### config.mk
export PLATFORM = sky130hd
export DESIGN_NAME = rrf_read_stage
export DESIGN_NICKNAME = d
export VERILOG_FILES = /design/src/verilog/rrf_pkg.sv /design/src/verilog/rrf_read_stage.sv
export VERILOG_INCLUDE_DIRS = /design/src /design/src/include
export SDC_FILE = /design/constraint.sdc
export NUM_CORES = 1
export LEC_CHECK = 0
export CAP_MARGIN = 20
export CORE_AREA = 2 2 321 323
export DETAILED_ROUTE_END_ITERATION = 7
export DIE_AREA = 0 0 323 325
export DONT_BUFFER_PORTS = 1
export GPL_TIMING_DRIVEN = 0
export SLEW_MARGIN = 10
export SYNTH_ARGS = -nofsm -noshare
export SYNTH_HDL_FRONTEND = slang
export SYNTH_SLANG_ARGS = --single-unit
### constraint.sdc
create_clock -name clk -period 1 [get_ports clk]
set_input_delay 0.05 -clock clk [delete_from_list [all_inputs] [get_ports clk]]
set_output_delay 0.05 -clock clk [all_outputs]
set_load 0.01 [all_outputs]
### src/include/rrf_defs.svh
/*
  Sizing defines for the floating-point retirement register file.
  Covers the data width, the address width, the entries per tile and the tile count.
*/
`ifndef RRF_DEFS_SVH
`define RRF_DEFS_SVH

// One register holds a double-precision value.
`define RRF_DATA_WIDTH   64
// Tile field plus in-tile index.
`define RRF_ADDR_WIDTH   6
// Entries per storage tile.
`define RRF_TILE_ENTRIES 16
// Populated tiles that together hold the 32 registers.
`define RRF_TILES        2

`endif
### src/verilog/rrf_pkg.sv
/*
  Shared vector types of the register file.
  Covers register data, full addresses, in-tile indices and tile selects.
*/
`include "rrf_defs.svh"

package rrf_pkg;

  typedef logic [`RRF_DATA_WIDTH-1:0] rrf_data_t;     // One register value.
  typedef logic [`RRF_ADDR_WIDTH-1:0] rrf_addr_t;     // Tile field above the index.

  // Entry index inside one tile.
  typedef logic [$clog2(`RRF_TILE_ENTRIES)-1:0] rrf_index_t;

  // Tile number field in the upper bits of an address.
  typedef logic [`RRF_ADDR_WIDTH-$clog2(`RRF_TILE_ENTRIES)-1:0] rrf_tile_sel_t;

endpackage

### src/verilog/rrf_read_stage.sv
/*
  Read stage.
  Registers read addresses and output enables under read_clk_en, hands the
  in-tile indices to the tiles and picks each port's value from the named tile.
*/
`timescale 1ns/1ns
`include "rrf_defs.svh"

module rrf_read_stage (
  input  logic                clk,
  input  logic                rst,
  input  logic                read_clk_en,
  input  rrf_pkg::rrf_addr_t  read0_addr,
  input  logic                read0_oe,
  input  rrf_pkg::rrf_addr_t  read1_addr,
  input  logic                read1_oe,
  input  rrf_pkg::rrf_addr_t  read2_addr,
  input  logic                read2_oe,
  input  rrf_pkg::rrf_addr_t  read3_addr,
  input  logic                read3_oe,
  output rrf_pkg::rrf_index_t read0_index,
  output rrf_pkg::rrf_index_t read1_index,
  output rrf_pkg::rrf_index_t read2_index,
  output rrf_pkg::rrf_index_t read3_index,
  input  rrf_pkg::rrf_data_t  tile0_read0_data,
  input  rrf_pkg::rrf_data_t  tile0_read1_data,
  input  rrf_pkg::rrf_data_t  tile0_read2_data,
  input  rrf_pkg::rrf_data_t  tile0_read3_data,
  input  rrf_pkg::rrf_data_t  tile1_read0_data,
  input  rrf_pkg::rrf_data_t  tile1_read1_data,
  input  rrf_pkg::rrf_data_t  tile1_read2_data,
  input  rrf_pkg::rrf_data_t  tile1_read3_data,
  output rrf_pkg::rrf_data_t  read0_data,
  output rrf_pkg::rrf_data_t  read1_data,
  output rrf_pkg::rrf_data_t  read2_data,
  output rrf_pkg::rrf_data_t  read3_data
);
  import rrf_pkg::*;

  localparam int IW = $bits(rrf_index_t);

  rrf_addr_t     addr_q [4];  // Captured read addresses.
  logic [3:0]    oe_q;        // Captured output enables, one per port.
  rrf_tile_sel_t tile_q [4];  // Tile field of each captured address.

  // Gives the value of one port, or zero when it is disabled or its tile is not populated.
  function automatic rrf_data_t pick(input logic oe, input rrf_tile_sel_t tile,
                                     input rrf_data_t t0, input rrf_data_t t1);
    if (!oe)
      return '0;
    if (tile == rrf_tile_sel_t'(0))
      return t0;
    if (tile == rrf_tile_sel_t'(1))
      return t1;
    return '0;
  endfunction

  always_ff @(posedge clk)
  begin
    if (rst)
    begin
      addr_q <= '{default: '0};
      oe_q   <= '1;  // Enabled out of reset so every port shows register 0.
    end
    else if (read_clk_en)
    begin
      addr_q[0] <= read0_addr;
      addr_q[1] <= read1_addr;
      addr_q[2] <= read2_addr;
      addr_q[3] <= read3_addr;
      oe_q      <= {read3_oe, read2_oe, read1_oe, read0_oe};
    end
  end

  always_comb
  begin
    for (int p = 0; p < 4; p++)
      tile_q[p] = addr_q[p][`RRF_ADDR_WIDTH-1:IW];
  end

  assign read0_index = addr_q[0][IW-1:0];
  assign read1_index = addr_q[1][IW-1:0];
  assign read2_index = addr_q[2][IW-1:0];
  assign read3_index = addr_q[3][IW-1:0];

  assign read0_data = pick(oe_q[0], tile_q[0], tile0_read0_data, tile1_read0_data);
  assign read1_data = pick(oe_q[1], tile_q[1], tile0_read1_data, tile1_read1_data);
  assign read2_data = pick(oe_q[2], tile_q[2], tile0_read2_data, tile1_read2_data);
  assign read3_data = pick(oe_q[3], tile_q[3], tile0_read3_data, tile1_read3_data);

  // Addresses beyond the populated tiles would read as zero without notice.
  for (genvar p = 0; p < 4; p++)
  begin : g_chk
    a_tile_in_range: assert property (@(posedge clk) disable iff (rst)
      tile_q[p] < `RRF_TILES)
      else $error("rrf_read_stage: port %0d names an absent tile", p);
  end

endmodule

==> summary.md <==
| Metric | Value |
|---|---|
| CP Cell Sequence | buf_12, buf_16, mux2i_4, nor2_4 |
| Deepest clock path buffer count | 2 |
| Fin area | about 0.013 mm2 |
| H-tree depth | 1 |
| Critical path arrival | approximately 1500 ps |
| Final Routed Wirelength | 64.5 mm |
| Fillers | about 11000 |
| Row count | ~120 |
| Critical Path Sink | read2_data[43] |
| Fmax | 0.634 GHz |
| Reg2reg setup slack | -130 ps |
| Worst path top cell family by delay | multiplexers |
| Die H | about 330 um |
| Most common cell after layout, fill and taps aside | mux2i_4 |
| Pre-Repair DR Iteration Count | 4 |
| Synth warnings | 0 |
| Min Tclk post-route | ~1600 ps |
| Initial antenna violation count | 14 |
| Die X | between 300 and 400 um |
| Stages on worst setup path | 4 |
| IO Count | between 800 and 900 |
| Gate power share | 0.732 |
| Reg2Reg Depth | 5 |
| Crit. Startpoint | addr_q[10]$_SDFFE_PP0P_ |
| Root Driver | clkbuf_16 |
| Die area | 0.105 mm2 |
| #FFs+latches synth | 28 |
| Worst-Skew Late Latency | slightly below 300 ps |
| Setup WS post-layout | -578 ps |
| NetSw | approximately 4.3 mW |
| Syn Area/Cell | between 7 and 8 um2 |
| Maxcap violations | 0 |
| Hold path cells | 2 |
| R2r endpoint | addr_q[4]$_SDFFE_PP0P_ |
| Gr usage total | 0.111 |
| Initial Utilization | 0.0511 |
| Worst path slowest cell | mux2i_4 |
| Placed Area | around 0.0069 mm2 |
| Post-Syn Area | 0.00517 mm2 |
| Critical Path Max Stage Delay | roughly 400 ps |
| DRC viols | 0 |
| Max FO, Critical Path | 7 |
| Pwr Density | roughly 760 mW/mm2 |
| Outcome | finished, violations left |
| VDD IR max | roughly 0.00061 V |
| Design Power | just under 10 mW |
| Mapped Nets | roughly 1200 |
| Clock skew | 0 ps |
| Fraction of layout cells with a size suffix above 1 | 0.785 |
| Leak | 3.61 nW |
| Post-DP HPWL | between 50 and 60 mm |
| Critical Path RT | between 900 and 1000 ps |
| Largest net degree at the start of global routing | 17 |
| Setup violators final | 260 |
| Synth unique cells | 12 |
| Synthesis-to-layout area growth | 147% |
| Clock power share | 0.139 |
| Post-DRT Antenna Nets | 0 |
| Core area | about 0.1 mm2 |
| Reg clk slew, reported paths | approximately 100 ps |
| WL per Instance | 29.9 um |
| Fin crit share | 1.58 |
| Buffers & Inverters on Critical Path | 2 |
| Kind of critical path | register to output port |
| First-pass GRT wire length | 73.0 mm |
| RSZ-0062 raised after global routing | yes |
| Failing checks | negative setup slack |
| Sequential share of the synthesized area | 0.108 |
| Total internal power | 5.43 mW |
| RD Place Congestion | ~1.0 |
| Sequential Power Share | 0.128 |
| Sw Ratio | 0.444 |
| Syn Inst Count | 678 |
| WHS | 25.0 ps |
| Vias in the first global route | approximately 6000 |
| CTS tree | done |
| Via density | roughly 2.8 |
| Number of port buffers | 0 |
| Total grt overflow | 0 |
| Hold/Removal Path Class | input pin to register |
| Clk sinks | 28 |
| Fin nets | between 1000 and 1500 |
| Slew HR | 0.646 |
| Worst-margin pin slew | between 500 and 600 ps |
| CTS Buf Count | 3 |
| Most frequent cells in the layout | mux2i_4, nor2_4, nor2_2 |
| Final count of pins violating max slew | 0 |
| Worst setup EP type | output port |
| Final number of hold-violating endpoints | 0 |
| RR Startpoint | addr_q[4]$_SDFFE_PP0P_ |
| Drt initial violations | 284 |
| CP Launch Type | register |
| Via count | around 6100 |
## worst min-delay path by stage
stage,start,to,slack [ps]
final,read_clk_en,oe_q[2]$_SDFFE_PP1P_,20
after global routing,read_clk_en,oe_q[0]$_SDFFE_PP1P_,20
after CTS,read_clk_en,oe_q[3]$_SDFFE_PP1P_,10
after detailed placement,read3_oe,oe_q[3]$_SDFFE_PP1P_,180
after global placement,read3_oe,oe_q[3]$_SDFFE_PP1P_,170
after floorplan,read0_oe,oe_q[0]$_SDFFE_PP1P_,170
## routing by layer
| metal | vias to the layer above | GRT usage | part of all wire |
|---|---|---|---|
| met4 | 2 | 0.0235 | 0.025 |
| met2 | 528 | 0.165 | 0.42 |
| met1 | 2987 | 0.162 | 0.47 |
| li1 | 2538 | - | - |
| met5 | - | 0 | 0.00020 |
| met3 | 68 | 0.0248 | 0.083 |
## cell usage after synthesis
library cell / n / share of area
a211o_1: 4 / 0.0068
and2b_2: 4 / 0.0068
buf_12: 4 / 0.015
buf_2: 34 / 0.033
buf_4: 16 / 0.023
buf_6: 15 / 0.033
buf_8: 8 / 0.023
clkbuf_1: 1 / 0.00072
dfxtp_1: 28 / 0.11
mux2i_1: 280 / 0.54
nand2b_1: 4 / 0.0048
nor2_1: 280 / 0.20
## flip-flops by register name, indices dropped and copies added (netlist names)
signal,cells
addr_q,8
oe_q,4
read0_index,4
read1_index,4
read2_index,4
read3_index,4
## final cells by class
class	instances	area, um2	share of cell area
Clock inverter	1	30.0	0.00235
Tap cell	1368	1710	0.134
Multi-Input combinational cell	572	7510	0.587
Antenna cell	9	22.5	0.00176
Timing Repair Buffer	101	1580	0.124
Sequential cell	28	582	0.0455
Clock buffer	3	75.1	0.00587
Buffer	77	1280	0.0998
## power by group through the flow
| stage | Clock (mW) | Sequential [mW] | Combinational [mW] |
|---|---|---|---|
| 6_report | 1.36 | 1.25 | 7.16 |
| 5_1_grt | 1.48 | 1.26 | 7.43 |
| 4_1_cts | 1.44 | 1.25 | 5.96 |
| 3_5_place_dp | 0 | 1.26 | 3.47 |
| 3_3_place_gp | 0 | 1.26 | 3.47 |
| 2_1_floorplan | 0 | 1.23 | 2.60 |
## cells by family after synthesis
group | synth area share
AO/OA/AOI/OAI | 0.00677
AND/OR/NAND/NOR | 0.215
flip-flops | 0.108
buffers and inverters | 0.128
multiplexers | 0.542
## what timing repair did
item                       in CTS  in global routing
setup endpoints to repair     268                268
hold endpoints to repair       28                  0
pin swaps                      38                 50
buffers inserted               26                 23
hold buffers                   28                  0
gates resized for setup       657                335
cloned                         22                 10
## worst reg2reg max path, delay by kind of cell (launching register included)
family	cells	cell delay, ps
buf+inv	3	420
simple gates	1	70
flops	1	380
mux	1	140
## stage by stage
stage / setup slack [ps] / TNS (ps) / cells / util
after floorplan: 45.1 / 0 / 678 / -
after global placement: -997 / -97790 / 2046 / 0.0680
after detailed placement: -1020 / -100500 / 2046 / 0.0680
after CTS: -562 / -118080 / 2126 / 0.108
after global routing: -603 / -124170 / 2154 / 0.126
final: -578 / -111610 / 2159 / 0.126
No activity file was read; power rests on OpenSTA's default activity.
