File: config.mk
export PLATFORM = sky130hd
export DESIGN_NAME = rrf_write_merge
export DESIGN_NICKNAME = d
export VERILOG_FILES = /design/src/verilog/rrf_pkg.sv /design/src/verilog/rrf_write_merge.sv
export VERILOG_INCLUDE_DIRS = /design/src /design/src/include
export SDC_FILE = /design/constraint.sdc
export NUM_CORES = 1
export LEC_CHECK = 0
export ABC_CLOCK_PERIOD_IN_PS = 1250
export BUFFER_PORTS_ARGS = -buffer_cell sky130_fd_sc_hd__buf_2
export CORE_AREA = 8 8 406 408
export DETAILED_ROUTE_END_ITERATION = 8
export DIE_AREA = 0 0 414 416
export PLACE_DENSITY = 0.3
export SLEW_MARGIN = 5
export SYNTH_ARGS = -nofsm -noshare
export SYNTH_HDL_FRONTEND = slang
export SYNTH_SLANG_ARGS = --single-unit
File: constraint.sdc
create_clock -name vclk -period 1.25
set_input_delay 0.125 -clock vclk [all_inputs]
set_output_delay 0.125 -clock vclk [all_outputs]
set_load 0.01 [all_outputs]
File: src/include/rrf_defs.svh
/*
  Sizing defines for the floating-point retirement register file.
  Covers the data width, the address width, the entries per tile and the tile count.
*/
`ifndef RRF_DEFS_SVH
`define RRF_DEFS_SVH

// One register holds a double-precision value.
`define RRF_DATA_WIDTH   64
// Tile field plus in-tile index.
`define RRF_ADDR_WIDTH   6
// Entries per storage tile.
`define RRF_TILE_ENTRIES 16
// Populated tiles that together hold the 32 registers.
`define RRF_TILES        2

`endif
File: src/verilog/rrf_pkg.sv
/*
  Shared vector types of the register file.
  Covers register data, full addresses, in-tile indices and tile selects.
*/
`include "rrf_defs.svh"

package rrf_pkg;

  typedef logic [`RRF_DATA_WIDTH-1:0] rrf_data_t;     // One register value.
  typedef logic [`RRF_ADDR_WIDTH-1:0] rrf_addr_t;     // Tile field above the index.

  // Entry index inside one tile.
  typedef logic [$clog2(`RRF_TILE_ENTRIES)-1:0] rrf_index_t;

  // Tile number field in the upper bits of an address.
  typedef logic [`RRF_ADDR_WIDTH-$clog2(`RRF_TILE_ENTRIES)-1:0] rrf_tile_sel_t;

endpackage

File: src/verilog/rrf_write_merge.sv
/*
  Write merge stage.
  Folds the nine retirement write ports onto six internal write lanes,
  taking the ports in triples {0,3,6}, {1,4,7} and {2,5,8}.
*/
`timescale 1ns/1ns

module rrf_write_merge (
  input  logic               clk,
  input  rrf_pkg::rrf_addr_t write0_addr,
  input  rrf_pkg::rrf_data_t write0_data,
  input  logic               write0_wen,
  input  rrf_pkg::rrf_addr_t write1_addr,
  input  rrf_pkg::rrf_data_t write1_data,
  input  logic               write1_wen,
  input  rrf_pkg::rrf_addr_t write2_addr,
  input  rrf_pkg::rrf_data_t write2_data,
  input  logic               write2_wen,
  input  rrf_pkg::rrf_addr_t write3_addr,
  input  rrf_pkg::rrf_data_t write3_data,
  input  logic               write3_wen,
  input  rrf_pkg::rrf_addr_t write4_addr,
  input  rrf_pkg::rrf_data_t write4_data,
  input  logic               write4_wen,
  input  rrf_pkg::rrf_addr_t write5_addr,
  input  rrf_pkg::rrf_data_t write5_data,
  input  logic               write5_wen,
  input  rrf_pkg::rrf_addr_t write6_addr,
  input  rrf_pkg::rrf_data_t write6_data,
  input  logic               write6_wen,
  input  rrf_pkg::rrf_addr_t write7_addr,
  input  rrf_pkg::rrf_data_t write7_data,
  input  logic               write7_wen,
  input  rrf_pkg::rrf_addr_t write8_addr,
  input  rrf_pkg::rrf_data_t write8_data,
  input  logic               write8_wen,
  output rrf_pkg::rrf_addr_t lane0_addr,
  output rrf_pkg::rrf_data_t lane0_data,
  output logic               lane0_wen,
  output rrf_pkg::rrf_addr_t lane1_addr,
  output rrf_pkg::rrf_data_t lane1_data,
  output logic               lane1_wen,
  output rrf_pkg::rrf_addr_t lane2_addr,
  output rrf_pkg::rrf_data_t lane2_data,
  output logic               lane2_wen,
  output rrf_pkg::rrf_addr_t lane3_addr,
  output rrf_pkg::rrf_data_t lane3_data,
  output logic               lane3_wen,
  output rrf_pkg::rrf_addr_t lane4_addr,
  output rrf_pkg::rrf_data_t lane4_data,
  output logic               lane4_wen,
  output rrf_pkg::rrf_addr_t lane5_addr,
  output rrf_pkg::rrf_data_t lane5_data,
  output logic               lane5_wen
);

  logic [2:0] take_hi;  // Upper lane of a triple carries the third port.

  assign take_hi = {write2_wen & write8_wen, write1_wen & write7_wen, write0_wen & write6_wen};

  // Lower lanes prefer the first port of the triple, then fall back to the second.
  assign lane0_addr = write0_wen ? write0_addr : write3_addr;
  assign lane0_data = write0_wen ? write0_data : write3_data;
  assign lane0_wen  = write0_wen | write3_wen;
  assign lane1_addr = write1_wen ? write1_addr : write4_addr;
  assign lane1_data = write1_wen ? write1_data : write4_data;
  assign lane1_wen  = write1_wen | write4_wen;
  assign lane2_addr = write2_wen ? write2_addr : write5_addr;
  assign lane2_data = write2_wen ? write2_data : write5_data;
  assign lane2_wen  = write2_wen | write5_wen;

  // Upper lanes carry the second port unless the first and third are both busy.
  assign lane3_addr = take_hi[0] ? write6_addr : write3_addr;
  assign lane3_data = take_hi[0] ? write6_data : write3_data;
  assign lane3_wen  = take_hi[0] | write3_wen;
  assign lane4_addr = take_hi[1] ? write7_addr : write4_addr;
  assign lane4_data = take_hi[1] ? write7_data : write4_data;
  assign lane4_wen  = take_hi[1] | write4_wen;
  assign lane5_addr = take_hi[2] ? write8_addr : write5_addr;
  assign lane5_data = take_hi[2] ? write8_data : write5_data;
  assign lane5_wen  = take_hi[2] | write5_wen;

  // A full triple would need three lanes and one write would be lost.
  a_no_full_triple: assert property (@(posedge clk)
    !(write0_wen && write3_wen && write6_wen) &&
    !(write1_wen && write4_wen && write7_wen) &&
    !(write2_wen && write5_wen && write8_wen))
    else $error("rrf_write_merge: all three ports of a triple enabled");

endmodule

==> qor.txt, run 1 <==
Result of the run: finished, violations left
Violations in the final reports: negative setup slack
Time the worst path needs with I/O delays and setup: 1260 ps
Leak Pwr: 7.25 nW
Vertical die dimension: 416 um
Maximum vdd ir drop: 0.203 mV
Final WS setup: -13.9 ps
Total of endpoints with negative setup slack in the final report: 7
Hold worst-path end: lane0_wen
Maximum fanout encountered on the critical timing path: 8
Slew Limit Headroom: 83.3%
Critical path capture point type: output port
Average cell area after synthesis: 10.9 um2
Final Hold Fails: 0
First-pass GRT wire length: 83,800 um
Critical path's most frequent cell: buf_4
Sort of element at the start of the critical path: input pin
Number of sequential storage elements: 0
Worst min-delay path category: in2out
Post-detailed-route wirelength per cell: 18.0 um
Hold Startpoint: write3_wen
Placed Cells: 3,615
Via count of the first global-routing pass: 9,689
RSZ-0062 raised after global routing: yes
RePlAce Congestion: 0.857
Max-cap viol count: 0
Via density per instance: 2.41
Starting density of the core: 3.25%
Post-route ant nets: 0
Power Dens Cells: 385 nW/um2
Total of buffers placed on input and output ports: 1,065
Core outline area: 159,000 um2
DRT Pass-1 Iters: 4
Total number of vias: 8,825
Achievable Freq: 791 MHz
Pin count of the biggest net entering global routing: 36
Ordered cell list for the critical path: buf_4 > nand2_8 > buf_4 > mux2_2 > buf_2
Period utilisation layout: 101%
Area of the die: 172,000 um2
Final non-filler cell total: 3,660
Footprint of the flip-flops and latches: 0 um2
Post-synthesis instance area: 5160 um2
Data arrival, critical path: 1140 ps
WL final: 65,800 um
Final net count: 2,210
Worst-margin pin slew: 250 ps
Number of remaining DRC errors: 0
Chip Width: 414 um
Ranking of synthesized cells by area: mux2_2 87%, buf_6 4.6%, mux2_1 4.4%, buf_2 2.0%, nand2_4 0.65%
Final count of pins violating max slew: 0
Count of cells along the worst hold path: 3
Remaining global-route overflow: 0
Number of rows created at floorplan: 147
Area grow syn2layout: 193%
Number of primary I/O pins: 1,066
Initial antenna violation count: 38
Yosys warning total: 0
Min Hold Slack: 537 ps
Hold buffer count at cts: 0
Post-DP HPWL: 57,600 um
Synth cell types: 8
Area share of the leading cell type in the synthesized netlist: 87.2%
Mapped Cells: 474
Total GRT Usage: 6.78%
Required time reported for the critical path endpoint: 1120 ps
Layout cells sized above 1: 99.1%
Drt initial violations: 354
Layout fillers: 18,600
Proportion of synthesized chip area in sequential cells: 0%
Biggest cell delay along the critical path: 380 ps
Cell taking the most area after synthesis: mux2_2
Type of the worst setup path: in2out
Synth Net Count: 1,114
Clock buffer instance count of the final layout: 0
Slowest stage cell on the critical path: mux2_2
## critical path: cells and delay by family
kind | cells | cell delay (ps)
buf+inv | 3 | 490
mux | 1 | 380
simple gates | 1 | 130
## synth_stat cells
| master | count |
|---|---|
| buf_6 | 21 |
| buf_2 | 21 |
| or2_2 | 3 |
| mux2_1 | 20 |
| nand2_4 | 3 |
| nand2b_1 | 3 |
| mux2_2 | 400 |
| buf_4 | 3 |
## worst max path at each step
stage | cells after the start | slack [ps] | startpoint | to
floorplan | 4 | 220 | write0_wen | lane3_data[54]
CTS | 7 | -80 | write7_wen | lane4_data[36]
finish | 5 | -10 | write6_wen | lane3_data[47]
global route | 5 | -30 | write6_wen | lane3_data[26]
detailed placement | 5 | -140 | write7_wen | lane4_data[10]
global placement | 5 | -140 | write1_wen | lane1_data[27]
## power by group
group	internal (mW)	switching, mW
Sequential	0	0
Combinational	3.20	2.61
Clock	0.000000581	0
Total	3.20	2.61
## cells by family (layout without fill, tap and decap cells)
| kind of cell | count (synthesis) | count (layout) | synth area share, % |
|---|---|---|---|
| buf+inv | 45 | 1137 | 7.05 |
| mux | 420 | 420 | 91.6 |
| other cells | 0 | 6 | 0 |
| simple gates | 9 | 11 | 1.38 |
## area by class of cell
class              count  area (um2)  share of cell area (%)
repair buffers      1137        7240                    47.9
multi-input cells    431        5240                    34.7
well taps           2086        2610                    17.3
diodes                 6        15.0                  0.0994
## placed cells by master, fill, tap and decap left out
cell type,netlist,layout
buf_6,21,106
mux2_2,400,307
buf_8,0,11
buf_16,0,13
buf_2,21,961
or2_2,3,3
mux2_1,20,11
nand2_4,3,1
nand2_8,0,4
buf_12,0,24
buf_4,3,18
mux2_4,0,102
nand2b_1,3,3
diode_2,0,6
clkbuf_16,0,4
## repair_timing
item	in CTS	in global routing
gates cloned	15	4
resized for setup	185	93
setup endpoints to repair	255	157
pin swaps	3	3
buffers inserted	22	3
## routing by layer
metal / vias to the layer above / part of all wire, % / GRT usage (%)
met1: 4124 / 36 / 7.31
li1: 4042 / - / -
met2: 547 / 52 / 12.7
met4: 14 / 3.1 / 1.80
met5: - / 0.15 / 0
met3: 98 / 8.1 / 2.21
## stage by stage
step                power (mW)  TNS, ps  utilization, %  area, um2  worst slack, ps
floorplan                 2.13        0               -       5160              219
global placement          4.94   -16080            8.30      13200             -143
detailed placement        4.90   -14950            8.30      13200             -135
CTS                       5.64    -2470            9.20      14600            -84.0
global route              6.14     -513            9.50      15100            -31.2
finish                    5.81    -52.6            9.51      15100            -13.9
Note: power is estimated with default switching activity, not from simulation.
==> run 2, diff against run 1 <==
--- a/config.mk
+++ b/config.mk
@@ -6,11 +6,12 @@
 export SDC_FILE = /design/constraint.sdc
 export NUM_CORES = 1
 export LEC_CHECK = 0
+export ABC_AREA = 1
 export ABC_CLOCK_PERIOD_IN_PS = 1250
 export BUFFER_PORTS_ARGS = -buffer_cell sky130_fd_sc_hd__buf_2
-export CORE_AREA = 8 8 406 408
+export CORE_AREA = 8 8 414 416
 export DETAILED_ROUTE_END_ITERATION = 8
-export DIE_AREA = 0 0 414 416
+export DIE_AREA = 0 0 422 424
 export PLACE_DENSITY = 0.3
 export SLEW_MARGIN = 5
 export SYNTH_ARGS = -nofsm -noshare
==> run 2 against run 1 <==
The run now ends clean. Via count rose by 49%. Final cell count rose by 26%. Setup slack improved by 58 ps. Utilization fell by 1.0 points. Fmax rose by 4.8%. First-iteration DRC count rose by 97%. Count of clock-buffer cells in the layout did not move.
==> qor.txt, run 2 <==
Power Dens Cells: 382 nW/um2 (was 385 nW/um2)
Number of rows created at floorplan: 149 (was 147)
Leak Pwr: 8.39 nW (was 7.25 nW)
Count of cells along the worst hold path: 4 (was 3)
DRT Pass-1 Iters: 7 (was 4)
First-pass GRT wire length: 123,000 um (was 83,800 um)
Post-DP HPWL: 89,600 um (was 57,600 um)
Yosys warning total: 0 (unchanged)
Remaining global-route overflow: 0 (unchanged)
Sort of element at the start of the critical path: input pin (unchanged)
Footprint of the flip-flops and latches: 0 um2 (unchanged)
CP Depth: 6 (was 5)
RePlAce Congestion: 0.832 (was 0.857)
Chip Width: 422 um (was 414 um)
Max-cap viol count: 0 (unchanged)
Starting density of the core: 3.51% (was 3.25%)
Total of endpoints with negative setup slack in the final report: 0 (was 7)
Maximum vdd ir drop: 0.124 mV (was 0.203 mV)
WL final: 96,100 um (was 65,800 um)
Via count of the first global-routing pass: 13,200 (was 9,689)
Type of the worst setup path: in2out (unchanged)
Slew Limit Headroom: 78.0% (was 83.3%)
Post-synthesis instance area: 5780 um2 (was 5160 um2)
Synth Net Count: 2,029 (was 1,114)
Worst-margin pin slew: 330 ps (was 250 ps)
Layout fillers: 20,000 (was 18,600)
Post-detailed-route wirelength per cell: 20.9 um (was 18.0 um)
Post-synthesis simple-gate area fraction: 87.1% (was 1.38%)
Layout cells sized above 1: 47.1% (was 99.1%)
Final count of pins violating max slew: 0 (unchanged)
Area of the die: 179,000 um2 (was 172,000 um2)
Total GRT Usage: 9.85% (was 6.78%)
Commonest cells post-synth: 1,056 x nand2_1, 210 x nand3_1, 63 x buf_2, 45 x buf_4, 6 x buf_6 (was 400 x mux2_2, 21 x buf_2, 21 x buf_6, 20 x mux2_1)
Most common cell in the synthesized netlist: nand2_1 (was mux2_2)
Clock buffer instance count of the final layout: 0 (unchanged)
Ranking of synthesized cells by area: nand2_1 69%, nand3_1 18%, buf_4 5.8%, buf_2 5.5%, buf_6 1.2% (was mux2_2 87%, buf_6 4.6%, mux2_1 4.4%, buf_2 2.0%, nand2_4 0.65%)
Period utilisation layout: 96.5% (was 101%)
Slowest stage cell on the critical path: buf_12 (was mux2_2)
Fraction of the mapped netlist area in adder cells: 0% (unchanged)
Average cell area after synthesis: 4.16 um2 (was 10.9 um2)
Achievable Freq: 829 MHz (was 791 MHz)
Compound-cell area share of the yosys netlist: 0% (unchanged)
Mapped Cells: 1,389 (was 474)
Total of buffers placed on input and output ports: 1,065 (unchanged)
Result of the run: completed (was finished, violations left)
Area share of the leading cell type in the synthesized netlist: 68.6% (was 87.2%)
Biggest cell delay along the critical path: 220 ps (was 380 ps)
Post-route ant nets: 0 (unchanged)
Synth cell types: 8 (unchanged)
Required time reported for the critical path endpoint: 1120 ps (about the same)
Proportion of synthesized chip area in sequential cells: 0% (unchanged)
Placed Cells: 4,587 (was 3,615)
Bufs and invs on worst path: 4 (was 3)
Time the worst path needs with I/O delays and setup: 1210 ps (was 1260 ps)
Maximum fanout encountered on the critical timing path: 40 (was 8)
Worst min-delay path category: in2out (unchanged)
Final non-filler cell total: 4,605 (was 3,660)
Initial antenna violation count: 142 (was 38)
RSZ-0062 raised after global routing: no (was yes)
Pin count of the biggest net entering global routing: 60 (was 36)
Leading cell type in the layout, fill and taps excluded: buf_2 (unchanged)
Vertical die dimension: 424 um (was 416 um)
Ordered cell list for the critical path: buf_4 > buf_12 > buf_12 > nand2_1 > nand2_1 > buf_2 (was buf_4 > nand2_8 > buf_4 > mux2_2 > buf_2)
Via density per instance: 2.86 (was 2.41)
Cell taking the most area after synthesis: nand2_1 (was mux2_2)
Min Hold Slack: 533 ps (was 537 ps)
Xor and xnor area share after synthesis: 0% (unchanged)
Fraction of synthesized area in multiplexers: 0% (was 91.6%)
Final Total Pwr: 5.33 mW (was 5.81 mW)
Number of sequential storage elements: 0 (unchanged)
Largest family of logic cells by synthesized area: simple AND/OR/NAND/NOR gates (was multiplexers)
Final Hold Fails: 0 (unchanged)
Top library cells by usage in the layout, fill and taps aside: 1,060 x buf_2, 1,056 x nand2_1, 209 x nand3_1 (was 961 x buf_2, 307 x mux2_2, 106 x buf_6)
Post-place setup slack: -40.3 ps (was -135 ps)
CP delay by family, top: buffers and inverters (unchanged)
Core outline area: 164,000 um2 (was 159,000 um2)
Critical path capture point type: output port (unchanged)
Final net count: 3,041 (was 2,210)
Data arrival, critical path: 1080 ps (was 1140 ps)
Number of remaining DRC errors: 0 (unchanged)
Area grow syn2layout: 142% (was 193%)
Total number of vias: 13,200 (was 8,825)
Final WS setup: 43.9 ps (was -13.9 ps)
Drt initial violations: 696 (was 354)
Number of primary I/O pins: 1,066 (unchanged)
[run 2: power by group]
| group | switching, mW | internal, mW |
|---|---|---|
| sequential | 0 | 0 |
| combinational | 3.16 | 2.17 |
| clock | 0 | 0.00000185 |
| total | 3.16 | 2.17 |
[run 2: layer usage]
metal / global-route usage, % / wire [um] / share of wire, %
met5: 0 / 907 / 0.94
met4: 0.0393 / 801 / 0.83
met3: 6.49 / 12900 / 13
met2: 18.1 / 48200 / 50
met1: 9.88 / 33400 / 35
[run 2: repair_timing]
action	CTS	global route
buffers inserted	0	0
cloned	1	0
pin swaps	0	0
gates resized for setup	1	2
hold buffers	0	0
setup endpoints to repair	2	3
[run 2: final timing paths]
path              to  slack [ps]            from
max   lane0_data[51]          40      write0_wen
min    lane0_data[6]         530  write0_data[6]
[run 2: logic make-up after synthesis]
| family | Yosys count |
|---|---|
| and+or+nand+nor | 1269 |
| buffers and inverters | 120 |
[run 2: worst min-delay path, stage by stage]
cell and delay, ps:
buf_2 70, nand2_1 40, nand2_1 50, buf_2 120
[run 2: area by class of cell]
| class | instances | area, um2 | area share, % |
|---|---|---|---|
| repair buffers | 1124 | 6100 | 43.7 |
| well taps | 2189 | 2740 | 19.6 |
| inverters | 6 | 22.5 | 0.161 |
| diodes | 17 | 42.5 | 0.305 |
| multi-input cells | 1269 | 5050 | 36.2 |
[run 2: through the flow]
step | instance area, um2 | util (%) | setup TNS, ps
5_1_grt | 13900 | 8.46 | 0
6_report | 14000 | 8.49 | 0
2_1_floorplan | 5780 | - | 0
3_5_place_dp | 13900 | 8.43 | -66.2
4_1_cts | 13900 | 8.45 | 0
3_3_place_gp | 13900 | 8.43 | -69.5
